[src/design/spi_cmd_pkg.sv]
package spi_cmd_pkg;

  // ******************************
  // Field widths
  // ******************************

  localparam int ADDR_W = 3;                      // Eight registers.
  localparam int DATA_W = 8;
  localparam int CMD_W  = 1 + ADDR_W + DATA_W;    // 12 bits on the wire.
  localparam int READ_W = 8;

  // Encoding of the direction bit in command bit 11.
  localparam logic CMD_WRITE = 1'b1;
  localparam logic CMD_READ  = 1'b0;

  // ******************************
  // Decoded command
  // ******************************

  // Field order matches the wire order, MSB first.
  typedef struct packed {
    logic              write;
    logic [ADDR_W-1:0] addr;
    logic [DATA_W-1:0] wdata;
  } cmd_t;

endpackage

[src/design/spi_bus_pkg.sv]
package spi_bus_pkg;

  // ******************************
  // Divider to engine
  // ******************************

  // One-cycle pulses that mark the clk cycle before sclk changes.
  typedef struct packed {
    logic rise;
    logic fall;
  } sclk_tick_t;

  // ******************************
  // Pin bundle
  // ******************************

  typedef struct packed {
    logic sclk;
    logic cs;                                     // Active low.
    logic mosi;
  } spi_pins_t;

  localparam spi_pins_t PINS_IDLE = '{sclk: 1'b0, cs: 1'b1, mosi: 1'b0};

  // Bus phases of one frame.
  typedef enum logic [2:0] {
    IDLE,
    SETUP,
    SHIFT_CMD,
    SHIFT_READ,
    HOLD,
    GAP
  } engine_state_e;

endpackage

[src/design/spi_cmd_stage.sv]
module spi_cmd_stage (
  input  logic                          clk,
  input  logic                          rst_n,
  input  logic [spi_cmd_pkg::CMD_W-1:0] cmd_in,
  input  logic                          cmd_vld,
  output logic                          cmd_rdy,
  output spi_cmd_pkg::cmd_t             job,
  output logic                          job_vld,
  input  logic                          job_take
);

  logic accept;

  assign cmd_rdy = !job_vld;                      // Buffer empty.
  assign accept  = cmd_vld && cmd_rdy;

  // Occupancy of the one-entry buffer.
  always_ff @(posedge clk or negedge rst_n)
  begin
    if (!rst_n)
    begin
      job_vld <= 1'b0;
    end
    else if (accept)
    begin
      job_vld <= 1'b1;
    end
    else if (job_take)
    begin
      job_vld <= 1'b0;
    end
  end

  // Split the raw word into its fields.
  always_ff @(posedge clk)
  begin
    if (accept)
    begin
      job.write <= cmd_in[spi_cmd_pkg::CMD_W-1];
      job.addr  <= cmd_in[spi_cmd_pkg::CMD_W-2 -: spi_cmd_pkg::ADDR_W];
      job.wdata <= cmd_in[spi_cmd_pkg::DATA_W-1:0];   // Don't care on reads.
    end
  end

endmodule

[src/design/spi_clk_gen.sv]
module spi_clk_gen #(
  parameter int CLK_DIV = 4
) (
  input  logic                    clk,
  input  logic                    rst_n,
  input  logic                    run,
  output spi_bus_pkg::sclk_tick_t tick
);

  localparam int CNT_W = $clog2(CLK_DIV);
  localparam logic [CNT_W-1:0] CNT_LAST = CNT_W'(CLK_DIV - 1);

  logic [CNT_W-1:0] cnt;
  logic             phase;                        // 0 means the next tick is a rise.
  logic             wrap;

  assign wrap = run && (cnt == '0);

  // Half-period counter that parks at reload while stopped.
  always_ff @(posedge clk or negedge rst_n)
  begin
    if (!rst_n)
    begin
      cnt   <= CNT_LAST;
      phase <= 1'b0;
    end
    else if (!run)
    begin
      cnt   <= CNT_LAST;
      phase <= 1'b0;
    end
    else if (wrap)
    begin
      cnt   <= CNT_LAST;
      phase <= !phase;
    end
    else
    begin
      cnt <= cnt - 1'b1;
    end
  end

  assign tick.rise = wrap && !phase;
  assign tick.fall = wrap && phase;

endmodule

[src/design/spi_shift_engine.sv]
module spi_shift_engine #(
  parameter int CLK_DIV = 4
) (
  input  logic                           clk,
  input  logic                           rst_n,
  input  spi_cmd_pkg::cmd_t              job,
  input  logic                           job_vld,
  output logic                           job_take,
  output logic                           run,
  input  spi_bus_pkg::sclk_tick_t        tick,
  output spi_bus_pkg::spi_pins_t         pins,
  input  logic                           miso,
  output logic                           read_vld,
  output logic [spi_cmd_pkg::READ_W-1:0] read_data
);

  localparam int CMD_W     = spi_cmd_pkg::CMD_W;
  localparam int READ_W    = spi_cmd_pkg::READ_W;
  localparam int FRAME_MAX = CMD_W + READ_W;
  localparam int CNT_W     = $clog2(FRAME_MAX + 1);
  localparam int PH_W      = $clog2(CLK_DIV);
  localparam logic [PH_W-1:0] PH_LAST = PH_W'(CLK_DIV - 1);

  spi_bus_pkg::engine_state_e state;

  logic [PH_W-1:0]   phase_cnt;
  logic              phase_done;
  logic [CNT_W-1:0]  bit_cnt;                     // Rising edges issued so far.
  logic              is_read;
  logic              shifting;
  logic              frame_end;
  logic              sample_miso;
  logic              read_done;
  logic [CMD_W-1:0]  cmd_sr;
  logic [READ_W-1:0] rd_sr;

  assign job_take   = (state == spi_bus_pkg::IDLE) && job_vld;
  assign phase_done = (phase_cnt == '0);
  assign shifting   = (state == spi_bus_pkg::SHIFT_CMD) || (state == spi_bus_pkg::SHIFT_READ);
  assign frame_end  = bit_cnt == (is_read ? CNT_W'(FRAME_MAX) : CNT_W'(CMD_W));

  // The divider runs from SETUP on, so its first rise lands on the last SETUP cycle.
  assign run = (state == spi_bus_pkg::SETUP) || shifting;

  assign sample_miso = shifting && tick.rise && !frame_end && (bit_cnt >= CNT_W'(CMD_W));
  assign read_done   = (state == spi_bus_pkg::HOLD) && phase_done && is_read;

  // ******************************
  // Frame FSM
  // ******************************

  always_ff @(posedge clk or negedge rst_n)
  begin
    if (!rst_n)
    begin
      state     <= spi_bus_pkg::IDLE;
      pins      <= spi_bus_pkg::PINS_IDLE;
      phase_cnt <= '0;
      bit_cnt   <= '0;
      is_read   <= 1'b0;
      read_vld  <= 1'b0;
    end
    else
    begin
      read_vld <= 1'b0;
      if (!phase_done)
      begin
        phase_cnt <= phase_cnt - 1'b1;
      end

      case (state)
        spi_bus_pkg::IDLE:
        begin
          if (job_vld)
          begin
            state     <= spi_bus_pkg::SETUP;
            pins.cs   <= 1'b0;
            pins.mosi <= job.write;               // MSB goes out first.
            phase_cnt <= PH_LAST;
            bit_cnt   <= '0;
            is_read   <= (job.write == spi_cmd_pkg::CMD_READ);
          end
        end

        spi_bus_pkg::SETUP:
        begin
          if (phase_done)
          begin
            state     <= spi_bus_pkg::SHIFT_CMD;
            pins.sclk <= 1'b1;
            bit_cnt   <= CNT_W'(1);
          end
        end

        spi_bus_pkg::SHIFT_CMD, spi_bus_pkg::SHIFT_READ:
        begin
          if (tick.fall)
          begin
            pins.sclk <= 1'b0;
            pins.mosi <= cmd_sr[CMD_W-2];
          end
          else if (tick.rise)
          begin
            if (frame_end)
            begin
              // Last low half-period is over.
              state     <= spi_bus_pkg::HOLD;
              phase_cnt <= PH_LAST;
            end
            else
            begin
              pins.sclk <= 1'b1;
              bit_cnt   <= bit_cnt + 1'b1;
              if (bit_cnt == CNT_W'(CMD_W))
              begin
                state <= spi_bus_pkg::SHIFT_READ;
              end
            end
          end
        end

        spi_bus_pkg::HOLD:
        begin
          if (phase_done)
          begin
            state     <= spi_bus_pkg::GAP;
            pins.cs   <= 1'b1;
            phase_cnt <= PH_LAST;
            read_vld  <= is_read;
          end
        end

        spi_bus_pkg::GAP:
        begin
          if (phase_done)
          begin
            state <= spi_bus_pkg::IDLE;
          end
        end

        default:
        begin
          state <= spi_bus_pkg::IDLE;
        end
      endcase
    end
  end

  // ******************************
  // Data path
  // ******************************

  always_ff @(posedge clk)
  begin
    if (job_take)
    begin
      cmd_sr <= job;
    end
    else if (shifting && tick.fall)
    begin
      cmd_sr <= cmd_sr << 1;                      // Zeros follow the last bit.
    end

    if (sample_miso)
    begin
      rd_sr <= {rd_sr[READ_W-2:0], miso};
    end

    if (read_done)
    begin
      read_data <= rd_sr;                         // Held until the next read.
    end
  end

endmodule

[src/design/spi_master_top.sv]
module spi_master_top #(
  parameter int CLK_DIV = 4
) (
  input  logic                           clk,
  input  logic                           rst_n,
  input  logic [spi_cmd_pkg::CMD_W-1:0]  cmd_in,
  input  logic                           cmd_vld,
  output logic                           cmd_rdy,
  output logic                           sclk,
  output logic                           cs,
  output logic                           mosi,
  input  logic                           miso,
  output logic                           read_vld,
  output logic [spi_cmd_pkg::READ_W-1:0] read_data
);

  spi_cmd_pkg::cmd_t       job;
  logic                    job_vld;
  logic                    job_take;
  logic                    run;
  spi_bus_pkg::sclk_tick_t tick;
  spi_bus_pkg::spi_pins_t  pins;

  spi_cmd_stage u_cmd_stage (
    .clk      (clk),
    .rst_n    (rst_n),
    .cmd_in   (cmd_in),
    .cmd_vld  (cmd_vld),
    .cmd_rdy  (cmd_rdy),
    .job      (job),
    .job_vld  (job_vld),
    .job_take (job_take)
  );

  spi_clk_gen #(
    .CLK_DIV (CLK_DIV)
  ) u_clk_gen (
    .clk   (clk),
    .rst_n (rst_n),
    .run   (run),
    .tick  (tick)
  );

  spi_shift_engine #(
    .CLK_DIV (CLK_DIV)
  ) u_shift_engine (
    .clk       (clk),
    .rst_n     (rst_n),
    .job       (job),
    .job_vld   (job_vld),
    .job_take  (job_take),
    .run       (run),
    .tick      (tick),
    .pins      (pins),
    .miso      (miso),
    .read_vld  (read_vld),
    .read_data (read_data)
  );

  assign sclk = pins.sclk;
  assign cs   = pins.cs;
  assign mosi = pins.mosi;

endmodule

[config.mk]
export PLATFORM = sky130hd
export DESIGN_NAME = spi_master_top
export DESIGN_NICKNAME = d
export VERILOG_FILES = /design/src/design/spi_cmd_pkg.sv /design/src/design/spi_bus_pkg.sv /design/src/design/spi_cmd_stage.sv /design/src/design/spi_clk_gen.sv /design/src/design/spi_shift_engine.sv /design/src/design/spi_master_top.sv
export SDC_FILE = /design/constraint.sdc
export NUM_CORES = 1
export LEC_CHECK = 0
export BUFFER_PORTS_ARGS = -buffer_cell sky130_fd_sc_hd__clkbuf_2
export CAP_MARGIN = 10
export CELL_PAD_IN_SITES_DETAIL_PLACEMENT = 1
export CELL_PAD_IN_SITES_GLOBAL_PLACEMENT = 1
export CORE_MARGIN = 2
export CORE_UTILIZATION = 30
export DETAILED_ROUTE_END_ITERATION = 6
export GPL_TIMING_DRIVEN = 0
export MAX_ROUTING_LAYER = met4
export PLACE_DENSITY = 0.62
export SYNTH_ARGS = -nofsm -noshare
export SYNTH_HDL_FRONTEND = slang
export SYNTH_HIERARCHICAL = 1
export SYNTH_SLANG_ARGS = --single-unit
[constraint.sdc]
create_clock -name clk -period 3.3 [get_ports clk]
set_clock_uncertainty 0.05 [all_clocks]
set_input_delay 0.495 -clock clk [delete_from_list [all_inputs] [get_ports clk]]
set_output_delay 0.495 -clock clk [all_outputs]
set_load 0.01 [all_outputs]
==> results.md, run 1 <==
* Clock Pin Slew Worst Setup and Hold Paths at roughly 0.060 ns
* Most used DFF post-synth: edfxtp_1
* Vias at around 1500
* Type of the tightest min-delay check: input pin to async pin
* Pin slew with the least headroom to its limit at between 1 and 1.5 ns
* CP required at around 3.5 ns
* Worst R2R Path Depth at 9
* Detailed-route wire length at about 4.6 mm
* TritonCTS sink count at a little under 60
* Maximum clock path buffer count at 2
* Power density relative to cell area at approximately 520 nW/um^2
* Final layout net count at 234
* Remaining number of nets flagged by the antenna check after routing at 0
* Kind of critical path: flop to flop
* First-pass GRT wire length at 7.755 mm
* Largest net degree at the start of global routing at 20
* Launching element type of the critical path: flop
* Number of failing setup endpoints in the final timing report at 0
* Accumulated negative setup slack at 0 ns
* Number of register bits inferred by synthesis at between 50 and 60
* Routed vias/inst at ~4.6
* Post-synthesis sequential area ratio at 68.17%
* Initial antenna violation count at 0
* H-tree levels at 3
* Data arrival time at the worst-slack endpoint at 3.07 ns
* Maximum clock frequency at 350.1 MHz
* Number of hold-slack violations in the final timing report at 0
* Peak ir drop on the vdd network at just under 0.0002 V
* Area of the core at slightly below 8000 sq um
* Leak at 0.001190 uW
* IO buf count at 28
* Global Route Usage Sum at between 10% and 20%
* Number of buffers added by the clock tree synthesis step at 9
* Max transition margin at 27.09%
* Share of the clock period used by the worst path after layout at 86.55%
* R2R Setup Slk at 0.44 ns
* Remaining global-route overflow at 0
* Worst hold slack after final layout at 0.08078 ns
* Die X-Extent at 93.84 microns
* Die Height at 93.84 microns
* Clock latency on the worst-skew pair at about 0.33 ns
* Endpoint of the worst-slack reg-to-reg timing path: u_shift_engine/bit_cnt[3]
* Number of flops mapped to enable cells by yosys at 39
* RSZ-0062 raised after global routing: false
* Hpwl dp at approximately 3.3 mm
* Post-synthesis area per instance at 13.99 sq um
* Diodes inserted at 0
* Post-route core utilization at 37.37%
* TritonCTS clock tree: done
* Startpoint of the worst register-to-register path: u_shift_engine/state[1]
* Drc violations at 0
* Layout area overhead at 19.90%
* Final critical delay including setup and external delays at approximately 2.9 ns
* Kind of capture point of the worst setup path: flop
* Final Max Slew Viols at 0
* Run status: completed
* Drt first-iter violations at slightly above 100
* Maximum fanout count along the critical path at 10
* Number of top-level pins at 29
* Final weighted congestion in routability-driven placement at between 0.7 and 0.8
* Number of placement rows at 32
* Number of post-CTS setup repair buffers at 0
* Starting utilization of the core area at 31.17%
* CTS-repair resized insts at 0
* Vias in the first global route at 1543
* Routed wire length per instance at 14.52 microns
* Maximum capacitance violations at 0
* Number of instances in the synthesized netlist at 173
* Post-Synthesis Net Count at 195
* Root Buffer Master: clkbuf_8
* Number of hold-repair buffers added at the cts stage at 0
* Floorplan die area at a little under 9000 sq um
* Number of warnings printed during yosys synthesis at 6
* Number of library cell types mapped by synthesis at 45
* Layout cell share with drive strength beyond 1 at a little under a third
* Fraction of registers with async set or reset after synthesis at 32.76%
* Syn Std Cell Area at 2421 sq um
* 1st-pass router iterations at 4
==> cells by family (layout without fill, tap and decap cells) <==
kind of cell | after synthesis | after routing | synth area share (%)
AO/OA/AOI/OAI | 29 | 29 | 8.269
XOR/XNOR | 1 | 1 | 0.3618
adder cells (fa/ha/maj) | 6 | 6 | 3.101
buffers and inverters | 17 | 61 | 2.739
flip-flops | 58 | 58 | 68.17
multiplexers | 14 | 14 | 6.408
AND/OR/NAND/NOR | 48 | 48 | 10.96
==> placed cells by master (no fill, tap or decap), types with 3 or more instances in the layout <==
| cell | synthesis | final |
|---|---|---|
| clkbuf_8 | 0 | 12 |
| o21ai_0 | 4 | 4 |
| nand3_1 | 3 | 3 |
| inv_1 | 11 | 11 |
| dfrtp_1 | 16 | 16 |
| dfstp_2 | 3 | 3 |
| edfxtp_1 | 39 | 39 |
| nand2_1 | 11 | 11 |
| nor2_1 | 10 | 10 |
| clkbuf_2 | 0 | 28 |
| mux2_2 | 12 | 12 |
| a21oi_1 | 9 | 9 |
| ha_1 | 6 | 6 |
| nor3_1 | 5 | 5 |
==> critical path: stages, from the launching register on <==
cell	delay, ns
dfrtp_1	0.37
clkbuf_1	0.41
nor2_1	0.24
nor2_1	0.28
nand2_1	0.08
nor2_1	0.23
nand2b_1	0.15
o32a_4	0.36
or4_1	0.48
a21oi_1	0.15
==> report_power, final <==
group / total, uW / internal (uW) / switching (uW)
sequential: 786 / 781 / 4.95
combinational: 23.8 / 9.98 / 13.9
clock: 686 / 409 / 278
==> Yosys cell counts (all sizes together), types with 2 or more instances <==
master   n  area (sq um)
edfxtp  39          1171
dfrtp   16         400.4
inv     12         45.04
mux2    12         135.1
nand2   11         41.29
a21oi   10         53.80
nor2    10         37.54
ha       6         75.07
nor3     6         35.03
o21ai    4         20.02
buf      3         13.76
dfstp    3         78.83
nand3    3         15.01
nor2b    3         21.27
a21o     2         15.01
and2     2         12.51
clkbuf   2         7.510
mux2i    2         20.02
nand2b   2         12.51
nand3b   2         15.01
o21a     2         15.01
o22ai    2         12.51
o31ai    2         15.01
==> per-layer routing <==
layer	up-vias	share of wire [%]	track usage [%]
li1	710	-	-
met1	740	44	14.62
met2	28	51	19.05
met3	4	3.3	3.852
met4	0	1.2	5.435
met5	-	0	-
==> sequential cells by signal, summed over array words and instances (netlist names), 2 cells and up <==
name,cells
u_clk_gen/cnt,2
u_cmd_stage/job,12
u_shift_engine/bit_cnt,5
u_shift_engine/cmd_sr,11
u_shift_engine/phase_cnt,2
u_shift_engine/pins,3
u_shift_engine/rd_sr,8
u_shift_engine/read_data,8
u_shift_engine/state,3
==> worst max path at each step <==
stage	startpoint	end	slack (ns)	cells past startpoint
floorplan	u_shift_engine/state[1]	u_shift_engine/bit_cnt[3]	0.91	8
global placement	u_shift_engine/state[1]	u_shift_engine/bit_cnt[2]	0.47	9
detailed placement	u_shift_engine/state[1]	u_shift_engine/bit_cnt[3]	0.42	9
CTS	u_shift_engine/state[1]	u_shift_engine/bit_cnt[3]	0.43	9
global route	u_shift_engine/state[1]	u_shift_engine/bit_cnt[2]	0.20	9
finish	u_shift_engine/state[1]	u_shift_engine/bit_cnt[3]	0.44	9
==> metrics by stage <==
stage	cell area [sq um]	setup WS, ns	cells	power (uW)
detailed placement	2689	0.4212	303	826.0
floorplan	2421	0.9136	173	806.7
global route	2903	0.1981	319	1553
finish	2903	0.4439	319	1496
CTS	2903	0.4288	319	1524
global placement	2689	0.4714	303	824.8
==> final cells by class <==
| type | count | area [sq um] |
|---|---|---|
| Clock inverter | 4 | 48.80 |
| Inverter | 12 | 45.04 |
| Tap cell | 102 | 127.6 |
| Buffer | 5 | 21.27 |
| Sequential cell | 58 | 1650 |
| Multi-Input combinational cell | 98 | 704.4 |
| Fill cell | 850 | 4865 |
| Timing Repair Buffer | 28 | 140.1 |
| Clock buffer | 12 | 165.2 |
Power figures use the tool's default switching activity.
==> run 2, diff against run 1 <==
CTS_BUF_LIST = sky130_fd_sc_hd__clkbuf_16   (was not set)
GPL_ROUTABILITY_DRIVEN = 0   (was not set)
==> run 2 against run 1 <==
Die area is the same. Wire length grew 1.9%. Sequential power hardly changed. Clock power rose by 29%. Critical path depth did not move. Maximum frequency hardly changed. Non-clock buffer count stayed put. Largest cell class unchanged. Final area rose by 2.5%. Final cell count is the same. Combinational power about the same. Total power is 14% higher. Sequential share of layout area shrank 1.4 points.
==> results.md, run 2 (synthesis gave the netlist of run 1 again) <==
* R2R Setup Slk at 0.44 ns (about the same)
* Comb power frac at 1.4% (-0.2 points)
* Top reg by flops: u_cmd_stage/job
* Vias at 1491 (+0.61%)
* Maximum clock frequency at 349.8 MHz (about the same)
* Drt first-iter violations at 90 (-11%)
* Routed wire length per instance at 14.80 microns (+1.9%)
* Layout cell share with drive strength beyond 1 at 30.41% (-1.4 points)
* Number of failing setup endpoints in the final timing report at 0 (unchanged)
* Number of hold-repair buffers added at the cts stage at 0 (unchanged)
* Final layout net count at 234 (unchanged)
* RSZ-0062 raised after global routing: false
* Vias in the first global route at 1570 (+1.7%)
* Root Buffer Master: clkbuf_16
* First-pass GRT wire length at 7.935 mm (+2.3%)
* Flip-flop count of the largest register after layout at 12 (unchanged)
* Share of the clock period used by the worst path after layout at 86.63% (about the same)
* Area of the core at 7767 sq um (unchanged)
* Final critical delay including setup and external delays at 2.859 ns (+0.002586 ns)
* CTS-repair resized insts at 0 (unchanged)
* Largest net degree at the start of global routing at 20 (unchanged)
* Number of placement rows at 32 (unchanged)
* Number of hold-slack violations in the final timing report at 0 (unchanged)
* Filler cells at 838 (-1.4%)
* Global Route Usage Sum at 12.68% (+0.46 points)
* Startpoint of the worst register-to-register path: u_shift_engine/state[1]
* Routed vias/inst at 4.674 (+0.61%)
* Cell-internal power at 1365 uW (+14%)
* 1st-pass router iterations at 4 (unchanged)
* Worst hold slack after final layout at 0.08747 ns (+0.006690 ns)
* Maximum fanout count along the critical path at 10 (unchanged)
* H-tree levels at 3 (unchanged)
* Maximum clock path buffer count at 2 (unchanged)
* Non-Filler Cell Area, Final at 2974 sq um (+2.5%)
* Number of post-CTS setup repair buffers at 0 (unchanged)
* Power Total at 1698 uW (+14%)
* Power density relative to cell area at 571.0 nW/um^2 (+11%)
* Diodes inserted at 0 (unchanged)
* Clock network fraction of design power at 52.3% (+6.4 points)
* Peak ir drop on the vdd network at 0.0002221 V (+14%)
* Remaining global-route overflow at 0 (unchanged)
* Hpwl dp at 3.316 mm (unchanged)
* Leading cell type in the layout, fill and taps excluded: edfxtp_1
* IO buf count at 28 (unchanged)
* Kind of critical path: flop to flop
* Clock Pin Slew Worst Setup and Hold Paths at 0.05 ns (about the same)
* Switching Power at 333.0 uW (+12%)
* Max transition margin at 27.38% (+0.29 points)
* Floorplan die area at 8805 sq um (unchanged)
* Starting utilization of the core area at 31.17% (unchanged)
* Flop pwr share at 46.3% (-6.2 points)
* Area taken by flip-flops and latches at 1650 sq um (unchanged)
* Launching element type of the critical path: flop
* Number of top-level pins at 29 (unchanged)
* Maximum capacitance violations at 0 (unchanged)
* Pre-CTS worst setup slack at 0.4212 ns (unchanged)
* Final Max Slew Viols at 0 (unchanged)
* Post-detailed-placement cell area at 2689 sq um (unchanged)
* Worst R2R Path Depth at 9 (unchanged)
* Multi-input gate area at 704.4 sq um (unchanged)
* Endpoint of the worst-slack reg-to-reg timing path: u_shift_engine/bit_cnt[3]
* Clock latency on the worst-skew pair at 0.33 ns (about the same)
* Initial antenna violation count at 0 (unchanged)
* CP required at 3.50 ns (about the same)
* Die Height at 93.84 microns (unchanged)
* Leak at 0.001219 uW (+2.5%)
* Kind of capture point of the worst setup path: flop
* Drc violations at 0 (unchanged)
* Layout area overhead at 22.84%
* Remaining number of nets flagged by the antenna check after routing at 0 (unchanged)
* Number of buffers added by the clock tree synthesis step at 9 (unchanged)
* Final WS setup at 0.4413 ns (-0.002586 ns)
* TritonCTS clock tree: done
* Net switching share of the total power at 19.61% (-0.21 points)
* Data arrival time at the worst-slack endpoint at 3.06 ns (about the same)
* Pin slew with the least headroom to its limit at 1.081 ns (-0.004351 ns)
* Run status: completed
* Type of the tightest min-delay check: input pin to async pin
* Top Registers: u_cmd_stage/job (12), u_shift_engine/cmd_sr (11)
* Detailed-route wire length at 4.721 mm (+1.9%)
* Accumulated negative setup slack at 0 ns (unchanged)
* Most frequent cells in the layout: edfxtp_1, clkbuf_2, dfrtp_1, mux2_2
* TritonCTS sink count at 58 (unchanged)
* Die X-Extent at 93.84 microns (unchanged)
run 2: area by class of cell:
| type | instances | area share [%] |
|---|---|---|
| timing repair buffer | 28 | 4.712 |
| multi-input combinational | 98 | 23.69 |
| sequential | 58 | 55.49 |
| buffer | 5 | 0.7152 |
| tap | 102 | 4.291 |
| inverter | 12 | 1.515 |
| clock inverter | 7 | 2.019 |
| clock buffer | 9 | 7.573 |
run 2: stage by stage:
step                cells  utilization [%]
detailed placement    303            34.62
CTS                   319            38.29
finish                319            38.29
global route          319            38.29
floorplan             173                -
global placement      303            34.62
run 2: critical path: stages (launching register included):
cell,delay [ns]
dfrtp_1,0.36
clkbuf_1,0.40
nor2_1,0.24
nor2_1,0.27
nand2_1,0.08
nor2_1,0.25
nand2b_1,0.14
o32a_4,0.35
or4_1,0.48
a21oi_1,0.15
run 2: power by group through the flow:
| stage | clock network (uW) | registers, uW | logic (uW) |
|---|---|---|---|
| finish | 887 | 787 | 23.7 |
| floorplan | 0 | 799 | 8.19 |
| global placement | 0 | 801 | 24.3 |
| CTS | 913 | 787 | 25.2 |
| global route | 939 | 787 | 27.1 |
| detailed placement | 0 | 801 | 25.2 |
run 2: worst max-delay path by stage:
stage / to / startpoint
floorplan: u_shift_engine/bit_cnt[3] / u_shift_engine/state[1]
global placement: u_shift_engine/bit_cnt[2] / u_shift_engine/state[1]
detailed placement: u_shift_engine/bit_cnt[3] / u_shift_engine/state[1]
CTS: u_shift_engine/bit_cnt[3] / u_shift_engine/state[1]
global route: u_shift_engine/bit_cnt[2] / u_shift_engine/state[1]
finish: u_shift_engine/bit_cnt[3] / u_shift_engine/state[1]
run 2: layer usage:
metal	vias to the layer above	part of all wire [%]	GRT usage (%)
met5	-	0	-
met4	0	1.6	6.884
met3	9	3.8	3.852
met2	30	51	19.35
met1	742	43	15.08
li1	710	-	-
